[src/hw/rv_decode_pkg.sv]
package rv_decode_pkg;

  localparam int XLEN     = 32;
  localparam int NUM_REGS = 32;
  localparam int REG_AW   = $clog2(NUM_REGS);

  ////////////////////////////////////////////////////////////////////////////
  // RV32IM encodings
  ////////////////////////////////////////////////////////////////////////////

  localparam logic [6:0] OPC_OP     = 7'b011_0011;
  localparam logic [6:0] OPC_OP_IMM = 7'b001_0011;
  localparam logic [6:0] OPC_LOAD   = 7'b000_0011;
  localparam logic [6:0] OPC_STORE  = 7'b010_0011;
  localparam logic [6:0] OPC_BRANCH = 7'b110_0011;
  localparam logic [6:0] OPC_JAL    = 7'b110_1111;
  localparam logic [6:0] OPC_JALR   = 7'b110_0111;
  localparam logic [6:0] OPC_LUI    = 7'b011_0111;
  localparam logic [6:0] OPC_AUIPC  = 7'b001_0111;
  localparam logic [6:0] OPC_SYSTEM = 7'b111_0011;

  localparam logic [2:0] F3_ADD_SUB = 3'b000;
  localparam logic [2:0] F3_SLL     = 3'b001;
  localparam logic [2:0] F3_SLT     = 3'b010;
  localparam logic [2:0] F3_SLTU    = 3'b011;
  localparam logic [2:0] F3_XOR     = 3'b100;
  localparam logic [2:0] F3_SRL_SRA = 3'b101;
  localparam logic [2:0] F3_OR      = 3'b110;
  localparam logic [2:0] F3_AND     = 3'b111;
  localparam logic [2:0] F3_B       = 3'b000;  // Loads and stores
  localparam logic [2:0] F3_H       = 3'b001;
  localparam logic [2:0] F3_W       = 3'b010;
  localparam logic [2:0] F3_BU      = 3'b100;
  localparam logic [2:0] F3_HU      = 3'b101;
  localparam logic [2:0] F3_BEQ     = 3'b000;
  localparam logic [2:0] F3_BNE     = 3'b001;
  localparam logic [2:0] F3_BLT     = 3'b100;
  localparam logic [2:0] F3_BGE     = 3'b101;
  localparam logic [2:0] F3_BLTU    = 3'b110;
  localparam logic [2:0] F3_BGEU    = 3'b111;
  localparam logic [2:0] F3_JALR    = 3'b000;
  localparam logic [2:0] F3_PRIV    = 3'b000;  // ECALL, EBREAK, MRET
  localparam logic [2:0] F3_CSRRW   = 3'b001;
  localparam logic [2:0] F3_CSRRS   = 3'b010;
  localparam logic [2:0] F3_MUL     = 3'b000;
  localparam logic [2:0] F3_MULH    = 3'b001;
  localparam logic [2:0] F3_MULHU   = 3'b011;
  localparam logic [2:0] F3_DIV     = 3'b100;
  localparam logic [2:0] F3_DIVU    = 3'b101;
  localparam logic [2:0] F3_REM     = 3'b110;
  localparam logic [2:0] F3_REMU    = 3'b111;

  localparam logic [6:0] F7_BASE    = 7'b000_0000;
  localparam logic [6:0] F7_ALT     = 7'b010_0000;  // SUB, SRA
  localparam logic [6:0] F7_MULDIV  = 7'b000_0001;

  localparam logic [11:0] F12_ECALL  = 12'h000;
  localparam logic [11:0] F12_EBREAK = 12'h001;
  localparam logic [11:0] F12_MRET   = 12'h302;

  ////////////////////////////////////////////////////////////////////////////
  // Operation codes and stage payloads
  ////////////////////////////////////////////////////////////////////////////

  typedef enum logic [3:0] {
    INST_NOP, INST_RR, INST_RI, INST_LOAD, INST_STORE, INST_BRANCH,
    INST_JAL, INST_JALR, INST_LUI, INST_AUIPC, INST_CSRR
  } inst_type_e;

  typedef enum logic [4:0] {
    ALU_NOP, ALU_ADD, ALU_SUB, ALU_XOR, ALU_OR, ALU_AND, ALU_SLL, ALU_SRL,
    ALU_SRA, ALU_SLT, ALU_SLTU, ALU_JUMP, ALU_LUI, ALU_AUIPC, ALU_CSRR,
    ALU_MUL, ALU_MULH, ALU_MULHU, ALU_DIV, ALU_DIVU, ALU_REM, ALU_REMU
  } alu_op_e;

  typedef enum logic [3:0] {
    LSU_NOP, LSU_LB, LSU_LH, LSU_LW, LSU_LBU, LSU_LHU, LSU_SB, LSU_SH, LSU_SW
  } lsu_op_e;

  typedef enum logic [3:0] {
    BPU_NOP, BPU_BEQ, BPU_BNE, BPU_BLT, BPU_BGE, BPU_BLTU, BPU_BGEU,
    BPU_JAL, BPU_JALR
  } bpu_op_e;

  typedef enum logic [2:0] {
    CSR_NOP, CSR_CSRRW, CSR_CSRRS, CSR_ECALL, CSR_MRET
  } csr_op_e;

  typedef enum logic {
    WSEL_ALU, WSEL_LSU
  } wsel_e;

  typedef struct packed {
    logic [XLEN-1:0] pc;
    logic [XLEN-1:0] inst;
  } fetch_t;

  typedef struct packed {
    logic [XLEN-1:0]   pc;
    logic [XLEN-1:0]   imm;
    inst_type_e        inst_type;
    alu_op_e           alu_op;
    lsu_op_e           lsu_op;
    bpu_op_e           bpu_op;
    csr_op_e           csr_op;
    wsel_e             wsel;
    logic              wena;
    logic [REG_AW-1:0] waddr;
    logic [XLEN-1:0]   rs1_data;
    logic [XLEN-1:0]   rs2_data;
    logic              illegal;
    logic              ebreak;
  } issue_t;

endpackage

[src/hw/rv_decode_stage.sv]
`timescale 1ns/100ps

module rv_decode_stage (
  input  logic                             clk_i,
  input  logic                             rst_n_i,

  input  logic                             fetch_valid_i,
  output logic                             fetch_ready_o,
  input  rv_decode_pkg::fetch_t            fetch_i,

  output logic                             issue_valid_o,
  input  logic                             issue_ready_i,
  output rv_decode_pkg::issue_t            issue_o,

  input  logic                             wb_en_i,
  input  logic [rv_decode_pkg::REG_AW-1:0] wb_addr_i,
  input  logic [rv_decode_pkg::XLEN-1:0]   wb_data_i
);

  import rv_decode_pkg::*;

  fetch_t            fetch_q;
  logic              fetch_q_valid;
  logic              issue_reg_ready;
  issue_t            issue_d;
  logic [REG_AW-1:0] raddr1;
  logic [REG_AW-1:0] raddr2;
  logic [XLEN-1:0]   rdata1;
  logic [XLEN-1:0]   rdata2;

  ////////////////////////////////////////////////////////////////////////////
  // Fetch register, decode, issue register
  ////////////////////////////////////////////////////////////////////////////

  rv_pipe_reg #(
    .payload_t (fetch_t)
  ) u_fetch_reg (
    .clk_i   (clk_i),
    .rst_n_i (rst_n_i),
    .valid_i (fetch_valid_i),
    .ready_o (fetch_ready_o),
    .data_i  (fetch_i),
    .valid_o (fetch_q_valid),
    .ready_i (issue_reg_ready),
    .data_o  (fetch_q)
  );

  rv_decoder u_decoder (
    .fetch_i  (fetch_q),
    .raddr1_o (raddr1),
    .raddr2_o (raddr2),
    .rdata1_i (rdata1),
    .rdata2_i (rdata2),
    .issue_o  (issue_d)
  );

  rv_regfile u_regfile (
    .clk_i    (clk_i),
    .rst_n_i  (rst_n_i),
    .raddr1_i (raddr1),
    .raddr2_i (raddr2),
    .rdata1_o (rdata1),
    .rdata2_o (rdata2),
    .we_i     (wb_en_i),   // Writeback port
    .waddr_i  (wb_addr_i),
    .wdata_i  (wb_data_i)
  );

  rv_pipe_reg #(
    .payload_t (issue_t)
  ) u_issue_reg (
    .clk_i   (clk_i),
    .rst_n_i (rst_n_i),
    .valid_i (fetch_q_valid),
    .ready_o (issue_reg_ready),
    .data_i  (issue_d),
    .valid_o (issue_valid_o),
    .ready_i (issue_ready_i),
    .data_o  (issue_o)
  );

endmodule

[src/hw/rv_decoder.sv]
`timescale 1ns/100ps

module rv_decoder (
  input  rv_decode_pkg::fetch_t            fetch_i,

  output logic [rv_decode_pkg::REG_AW-1:0] raddr1_o,
  output logic [rv_decode_pkg::REG_AW-1:0] raddr2_o,
  input  logic [rv_decode_pkg::XLEN-1:0]   rdata1_i,
  input  logic [rv_decode_pkg::XLEN-1:0]   rdata2_i,

  output rv_decode_pkg::issue_t            issue_o
);

  import rv_decode_pkg::*;

  wire [XLEN-1:0] inst    = fetch_i.inst;
  wire [11:0]     funct12 = inst[31:20];
  wire [6:0]      funct7  = inst[31:25];
  wire [4:0]      rs2     = inst[24:20];
  wire [4:0]      rs1     = inst[19:15];
  wire [2:0]      funct3  = inst[14:12];
  wire [4:0]      rd      = inst[11:7];
  wire [6:0]      opcode  = inst[6:0];

  wire [XLEN-1:0] imm_i = {{20{inst[31]}}, inst[31:20]};
  wire [XLEN-1:0] imm_s = {{20{inst[31]}}, inst[31:25], inst[11:7]};
  wire [XLEN-1:0] imm_b = {{19{inst[31]}}, inst[31], inst[7], inst[30:25], inst[11:8], 1'b0};
  wire [XLEN-1:0] imm_u = {inst[31:12], 12'b0};
  wire [XLEN-1:0] imm_j = {{11{inst[31]}}, inst[31], inst[19:12], inst[20], inst[30:21], 1'b0};

  inst_type_e     inst_type;
  alu_op_e        alu_op;
  lsu_op_e        lsu_op;
  bpu_op_e        bpu_op;
  csr_op_e        csr_op;
  wsel_e          wsel;
  logic [XLEN-1:0] imm;
  logic           wena;
  logic           rena1;
  logic           rena2;
  logic           legal;
  logic           is_ebreak;

  ////////////////////////////////////////////////////////////////////////////
  // Per-opcode field decode, masked by legal below
  ////////////////////////////////////////////////////////////////////////////

  always_comb begin
    inst_type = INST_NOP;
    alu_op    = ALU_NOP;
    lsu_op    = LSU_NOP;
    bpu_op    = BPU_NOP;
    csr_op    = CSR_NOP;
    wsel      = WSEL_ALU;
    imm       = '0;
    wena      = 1'b0;
    rena1     = 1'b0;
    rena2     = 1'b0;
    legal     = 1'b1;
    is_ebreak = 1'b0;
    case (opcode)
      OPC_OP: begin
        inst_type = INST_RR;
        {wena, rena1, rena2} = 3'b111;
        if (funct7 == F7_MULDIV) begin
          case (funct3)
            F3_MUL:   alu_op = ALU_MUL;
            F3_MULH:  alu_op = ALU_MULH;
            F3_MULHU: alu_op = ALU_MULHU;
            F3_DIV:   alu_op = ALU_DIV;
            F3_DIVU:  alu_op = ALU_DIVU;
            F3_REM:   alu_op = ALU_REM;
            F3_REMU:  alu_op = ALU_REMU;
            default:  legal  = 1'b0;  // MULHSU not supported
          endcase
        end else if (funct7 == F7_BASE ||
                     (funct7 == F7_ALT && (funct3 == F3_ADD_SUB || funct3 == F3_SRL_SRA))) begin
          case (funct3)
            F3_ADD_SUB: alu_op = funct7[5] ? ALU_SUB : ALU_ADD;
            F3_SLL:     alu_op = ALU_SLL;
            F3_SLT:     alu_op = ALU_SLT;
            F3_SLTU:    alu_op = ALU_SLTU;
            F3_XOR:     alu_op = ALU_XOR;
            F3_SRL_SRA: alu_op = funct7[5] ? ALU_SRA : ALU_SRL;
            F3_OR:      alu_op = ALU_OR;
            default:    alu_op = ALU_AND;
          endcase
        end else begin
          legal = 1'b0;
        end
      end
      OPC_OP_IMM: begin
        inst_type = INST_RI;
        imm       = imm_i;
        {wena, rena1} = 2'b11;
        case (funct3)
          F3_ADD_SUB: alu_op = ALU_ADD;
          F3_SLT:     alu_op = ALU_SLT;
          F3_SLTU:    alu_op = ALU_SLTU;
          F3_XOR:     alu_op = ALU_XOR;
          F3_OR:      alu_op = ALU_OR;
          F3_AND:     alu_op = ALU_AND;
          F3_SLL: begin
            alu_op = ALU_SLL;
            legal  = (funct7 == F7_BASE);
          end
          default: begin
            alu_op = funct7[5] ? ALU_SRA : ALU_SRL;
            legal  = (funct7 == F7_BASE) || (funct7 == F7_ALT);
          end
        endcase
      end
      OPC_LOAD: begin
        inst_type = INST_LOAD;
        imm       = imm_i;
        wsel      = WSEL_LSU;
        {wena, rena1} = 2'b11;
        case (funct3)
          F3_B:    lsu_op = LSU_LB;
          F3_H:    lsu_op = LSU_LH;
          F3_W:    lsu_op = LSU_LW;
          F3_BU:   lsu_op = LSU_LBU;
          F3_HU:   lsu_op = LSU_LHU;
          default: legal  = 1'b0;
        endcase
      end
      OPC_STORE: begin
        inst_type = INST_STORE;
        imm       = imm_s;
        {rena1, rena2} = 2'b11;
        case (funct3)
          F3_B:    lsu_op = LSU_SB;
          F3_H:    lsu_op = LSU_SH;
          F3_W:    lsu_op = LSU_SW;
          default: legal  = 1'b0;
        endcase
      end
      OPC_BRANCH: begin
        inst_type = INST_BRANCH;
        imm       = imm_b;
        {rena1, rena2} = 2'b11;
        case (funct3)
          F3_BEQ:  bpu_op = BPU_BEQ;
          F3_BNE:  bpu_op = BPU_BNE;
          F3_BLT:  bpu_op = BPU_BLT;
          F3_BGE:  bpu_op = BPU_BGE;
          F3_BLTU: bpu_op = BPU_BLTU;
          F3_BGEU: bpu_op = BPU_BGEU;
          default: legal  = 1'b0;
        endcase
      end
      OPC_JAL: begin
        inst_type = INST_JAL;
        imm       = imm_j;
        alu_op    = ALU_JUMP;  // Link address
        bpu_op    = BPU_JAL;
        wena      = 1'b1;
      end
      OPC_JALR: begin
        inst_type = INST_JALR;
        imm       = imm_i;
        alu_op    = ALU_JUMP;
        bpu_op    = BPU_JALR;
        {wena, rena1} = 2'b11;
        legal     = (funct3 == F3_JALR);
      end
      OPC_LUI: begin
        inst_type = INST_LUI;
        imm       = imm_u;
        alu_op    = ALU_LUI;
        wena      = 1'b1;
      end
      OPC_AUIPC: begin
        inst_type = INST_AUIPC;
        imm       = imm_u;
        alu_op    = ALU_AUIPC;
        wena      = 1'b1;
      end
      OPC_SYSTEM: begin
        inst_type = INST_CSRR;
        case (funct3)
          F3_CSRRW, F3_CSRRS: begin
            csr_op = (funct3 == F3_CSRRW) ? CSR_CSRRW : CSR_CSRRS;
            alu_op = ALU_CSRR;
            imm    = imm_i;  // CSR address
            {wena, rena1} = 2'b11;
          end
          F3_PRIV: begin
            if (funct12 == F12_ECALL) begin
              csr_op = CSR_ECALL;
            end else if (funct12 == F12_MRET) begin
              csr_op = CSR_MRET;
            end else begin
              is_ebreak = (funct12 == F12_EBREAK);
              legal     = is_ebreak;
            end
          end
          default: legal = 1'b0;
        endcase
      end
      default: legal = 1'b0;
    endcase
  end

  // Unused read ports fall back to x0
  assign raddr1_o = (legal && rena1) ? rs1 : '0;
  assign raddr2_o = (legal && rena2) ? rs2 : '0;

  assign issue_o.pc        = fetch_i.pc;
  assign issue_o.imm       = legal ? imm : '0;
  assign issue_o.inst_type = legal ? inst_type : INST_NOP;
  assign issue_o.alu_op    = legal ? alu_op : ALU_NOP;
  assign issue_o.lsu_op    = legal ? lsu_op : LSU_NOP;
  assign issue_o.bpu_op    = legal ? bpu_op : BPU_NOP;
  assign issue_o.csr_op    = legal ? csr_op : CSR_NOP;
  assign issue_o.wsel      = legal ? wsel : WSEL_ALU;
  assign issue_o.wena      = legal & wena;
  assign issue_o.waddr     = (legal && wena) ? rd : '0;
  assign issue_o.rs1_data  = rdata1_i;
  assign issue_o.rs2_data  = rdata2_i;
  assign issue_o.illegal   = ~legal;
  assign issue_o.ebreak    = is_ebreak;

endmodule

[src/hw/rv_pipe_reg.sv]
`timescale 1ns/100ps

module rv_pipe_reg #(
  parameter type payload_t = logic
) (
  input  logic     clk_i,
  input  logic     rst_n_i,

  input  logic     valid_i,
  output logic     ready_o,
  input  payload_t data_i,

  output logic     valid_o,
  input  logic     ready_i,
  output payload_t data_o
);

  logic     full_q;
  payload_t data_q;

  assign ready_o = ~full_q | ready_i;  // Empty slot or draining this cycle

  always_ff @(posedge clk_i or negedge rst_n_i) begin
    if (!rst_n_i) begin
      full_q <= 1'b0;
    end else if (ready_o) begin
      full_q <= valid_i;  // Refill or go empty
    end
  end

  always_ff @(posedge clk_i) begin
    if (valid_i && ready_o) begin
      data_q <= data_i;
    end
  end

  assign valid_o = full_q;
  assign data_o  = data_q;

endmodule

[src/hw/rv_regfile.sv]
`timescale 1ns/100ps

module rv_regfile (
  input  logic                             clk_i,
  input  logic                             rst_n_i,

  input  logic [rv_decode_pkg::REG_AW-1:0] raddr1_i,
  input  logic [rv_decode_pkg::REG_AW-1:0] raddr2_i,
  output logic [rv_decode_pkg::XLEN-1:0]   rdata1_o,
  output logic [rv_decode_pkg::XLEN-1:0]   rdata2_o,

  input  logic                             we_i,
  input  logic [rv_decode_pkg::REG_AW-1:0] waddr_i,
  input  logic [rv_decode_pkg::XLEN-1:0]   wdata_i
);

  import rv_decode_pkg::*;

  logic [XLEN-1:0] regs_q [1:NUM_REGS-1];  // No storage behind x0

  always_ff @(posedge clk_i or negedge rst_n_i) begin
    if (!rst_n_i) begin
      for (int i = 1; i < NUM_REGS; i++) begin
        regs_q[i] <= '0;
      end
    end else if (we_i && (waddr_i != '0)) begin
      regs_q[waddr_i] <= wdata_i;
    end
  end

  // Reads see writes from earlier edges only
  assign rdata1_o = (raddr1_i == '0) ? '0 : regs_q[raddr1_i];
  assign rdata2_o = (raddr2_i == '0) ? '0 : regs_q[raddr2_i];

endmodule

[config.mk]
export PLATFORM = sky130hd
export DESIGN_NAME = rv_decode_stage
export DESIGN_NICKNAME = d
export VERILOG_FILES = /design/src/hw/rv_decode_pkg.sv /design/src/hw/rv_decode_stage.sv /design/src/hw/rv_decoder.sv /design/src/hw/rv_pipe_reg.sv /design/src/hw/rv_regfile.sv
export SDC_FILE = /design/constraint.sdc
export NUM_CORES = 2
export LEC_CHECK = 0
export CORE_MARGIN = 5
export CORE_UTILIZATION = 35
export DETAILED_ROUTE_END_ITERATION = 6
export DONT_BUFFER_PORTS = 1
export PLACE_DENSITY_LB_ADDON = 0.3
export REMOVE_ABC_BUFFERS = 1
export SETUP_SLACK_MARGIN = 0.2
export SYNTH_ARGS = -nofsm -noshare
export SYNTH_HDL_FRONTEND = slang
export SYNTH_SLANG_ARGS = --single-unit
[constraint.sdc]
create_clock -name clk_i -period 4.7 [get_ports clk_i]
set_input_delay 0.47 -clock clk_i [delete_from_list [all_inputs] [get_ports clk_i]]
set_output_delay 0.47 -clock clk_i [all_outputs]
set_load 0.005 [all_outputs]
==> results.toml <==
[floorplan]
fp.dieW_um = 433
start_util = 0.351
row_count = 155
dieArea_um2 = 187000
coreArea_um2 = 178000
io_pins = 265
die_y_um = 433

[detailed_routing]
vias = 50470
drc = 0
viasPerCell = 6.34
drtIter0Drc = 6208
dr.pass1.iters = 6
routed_wl_um = 257000
wl_per_cell_um = 32.3
drtAntennaViolNets = 0

[yosys]
yosysTopAreaCellShare = 0.398
yosysWarnings = 0
synth_most_common_cell = "mux2_2"
synth-seq-cells = 1215
synth_area_leaders = "dfrtp_1 (40%), mux2_2 (19%), edfxtp_1 (11%)"
synthFlopType = "dfrtp_1"
syn_area_per_cell_um2 = 11.3
ys_async_sr_fraction = 0.818
ys_seq_area_frac = 0.504
yosys.area.top_type = "dfrtp_1"
synth_area_um2 = 62500
yosysUniqueCellTypes = 108
netlist_top_cells_count = "mux2_2 (1065), dfrtp_1 (994), nand2_1 (507)"
synth_edf_count = 221
synth_cells = 5527

[status]
outcome = "finished, final reports clean"

[global_route]
grt_pass1_vias = 49345
grt_usage = 0.267
grt_pass1_wl_um = 366000
grt_overflow_total = 0
antenna_found_initial = 9
grt_max_degree = 262

[cells_and_area]
drive_gt1_frac = 0.295
areaGrowthSynthToFinish_pct = 14.9
finalNetCount = 5595

[clocking]
cts_buffers = 137
clk_latency_ns = 0.80
cts.htree.levels = 4
cts_tree = "yes"
cts.sinks = 1215
clkTransAtPathRegs_ns = 0.06
cts_max_path_buffers = 3
cts_root_buf = "clkbuf_16"

[place]
io_buffers = 0
dp_hpwl_um = 155000
dp_slack_ns = 0.156
gp_congestion = 0.917

[setup_path]
crit_chain = "nor2b_1 -> and2_1 -> o221ai_4 -> nor2_4 -> a21oi_4 -> buf_4 -> nand3_1 -> nor3_1 -> o32a_1 -> a2111oi_0 -> o22ai_1"
path_max_fanout = 14
critPathKind = "reg2reg"
max_stage_delay_ns = 0.65
crit_buf_inv = 1
cp_slowest_cell = "a2111oi_0"
cp_top_family = "simple AND/OR/NAND/NOR gates"
end_kind = "register"
arrival_ns = 4.91
crit_required_ns = 5.22
critPathLaunchType = "register"

[power]
total_power_w = 0.0292
p_per_area_nw_per_um2 = 406
p_leak_nw = 30.2
ir_worst_vdd_uv = 393

[sta]
final-setup-viol-count = 0
fin_setup_tns_ns = 0
max-slew-margin-rel = 0.0522
tightestPinTransition_ns = 1.42
slew_viol_final = 0
hold_violations = 0
min_period_ns = 4.39
fin_crit_sh = 0.934
setup_slack_ns = 0.310
max_freq_ghz = 0.228
rsz0062_at_grt = "false"
finalClockSkew_ns = 0.0308

[worst_hold_path]
hold_path.class = "in2reg"

[job]
maxCapViolCount = 0
## cells in the final DEF, fill, tap and decap left out, types with 23 or more instances in the layout
master / synthesis / layout
clkbuf_1: 311 / 33
dfrtp_1: 994 / 994
edfxtp_1: 221 / 221
nand3_1: 65 / 65
a221oi_1: 47 / 47
a31oi_1: 91 / 91
dlygate4sd3_1: 0 / 102
buf_12: 0 / 49
a22oi_1: 59 / 59
clkbuf_16: 0 / 144
a21oi_1: 324 / 324
mux2_2: 1065 / 1065
o221ai_1: 82 / 82
nand2_1: 507 / 488
nor3_1: 35 / 33
o22ai_1: 199 / 199
mux2i_1: 250 / 250
inv_1: 24 / 24
clkbuf_8: 0 / 24
and2_1: 27 / 25
a2111oi_0: 42 / 41
nor2_1: 264 / 245
o21a_1: 26 / 26
nor2b_1: 53 / 52
o31ai_1: 24 / 23
o21ai_0: 163 / 163
a211oi_1: 100 / 99
buf_4: 15 / 201
## report_power, final
part	switching [W]	internal, W	total (W)	leakage [nW]
clock network	0.00462	0.00655	0.0112	2.26
logic	0.00184	0.00215	0.00399	13.1
registers	0.00145	0.0126	0.0140	14.9
## logic make-up (layout without fill, tap and decap cells)
logic type	Yosys count	count (layout)	synth area share
DFF	1215	1215	0.504
xor gates and xnor gates	3	3	0.000420
muxes	1325	1325	0.235
buffers and inverters	564	636	0.0389
AOI/OAI and AO/OA	1317	1317	0.141
and+or+nand+nor	1102	1102	0.0801
other	0	9	0
adders and majority gates	1	1	0.000160
## worst reg2reg max path, cell delays in order (launching register included)
cell	delay, ns
edfxtp_1	0.58
nor2b_1	0.38
and2_1	0.26
o221ai_4	0.22
nor2_4	0.51
a21oi_4	0.17
buf_4	0.27
nand3_1	0.46
nor3_1	0.14
o32a_1	0.35
a2111oi_0	0.65
o22ai_1	0.15
## layer usage
layer | wire length [µm] | vias to the layer above | track usage
li1 | - | 20534 | -
met4 | 18000 | 2 | 0.161
met2 | 112000 | 3346 | 0.404
met1 | 100000 | 25739 | 0.346
met5 | 13 | - | 0
met3 | 26800 | 849 | 0.0647
## cell type report
cell class | count | area, µm²
antenna | 9 | 22.5
clock buffer | 201 | 4060
clock inverter | 48 | 557
fill | 16982 | 106000
inverter | 28 | 109
multi-input combinational | 3748 | 28900
sequential | 1215 | 31500
tap | 2355 | 2950
timing repair buffer | 359 | 3700
## final timing paths
| check | startpoint | end | slack (ns) | cells after the start |
|---|---|---|---|---|
| hold / removal | issue_ready_i | u_fetch_reg.valid_o | 0.04 | 2 |
| min in group asynchronous | rst_n_i | u_regfile.regs_q[667] | 0.07 | 1 |
| setup / recovery | u_fetch_reg.data_o[14] | u_issue_reg.data_o[36] | 0.31 | 11 |
| hold reg to reg | u_fetch_reg.data_o[52] | u_issue_reg.data_o[145] | 0.42 | 0 |
| max in group asynchronous | rst_n_i | u_regfile.regs_q[874] | 1.38 | 5 |
| setup reg to reg | u_fetch_reg.data_o[14] | u_issue_reg.data_o[36] | 0.31 | 11 |
## flip-flops by register name (all words and copies together), names as in the netlist
name                 cells
u_regfile.regs_q       992
u_issue_reg.data_o     157
u_fetch_reg.data_o      64
u_fetch_reg.valid_o      1
u_issue_reg.valid_o      1
## metrics by stage
stage	std cells	hold WS (ns)	instance area, µm²	utilization
2_1_floorplan	4991	0.174	60200	-
3_3_place_gp	7589	0.176	65900	0.370
3_5_place_dp	7589	0.176	65900	0.370
4_1_cts	7948	0.000103	71700	0.403
5_1_grt	7957	0.0297	71800	0.403
6_report	7963	0.0409	71800	0.403
## timing repair
item / 4_1_cts / 5_1_grt
buffers inserted: 0 / 4
endpoints found under the hold margin: 1187 / 0
gates resized for setup: 1 / 4
hold buffers: 110 / 0
pin swaps: 0 / 0
endpoints found under the setup margin: 2 / 8
(Power assumes the default switching activity.)
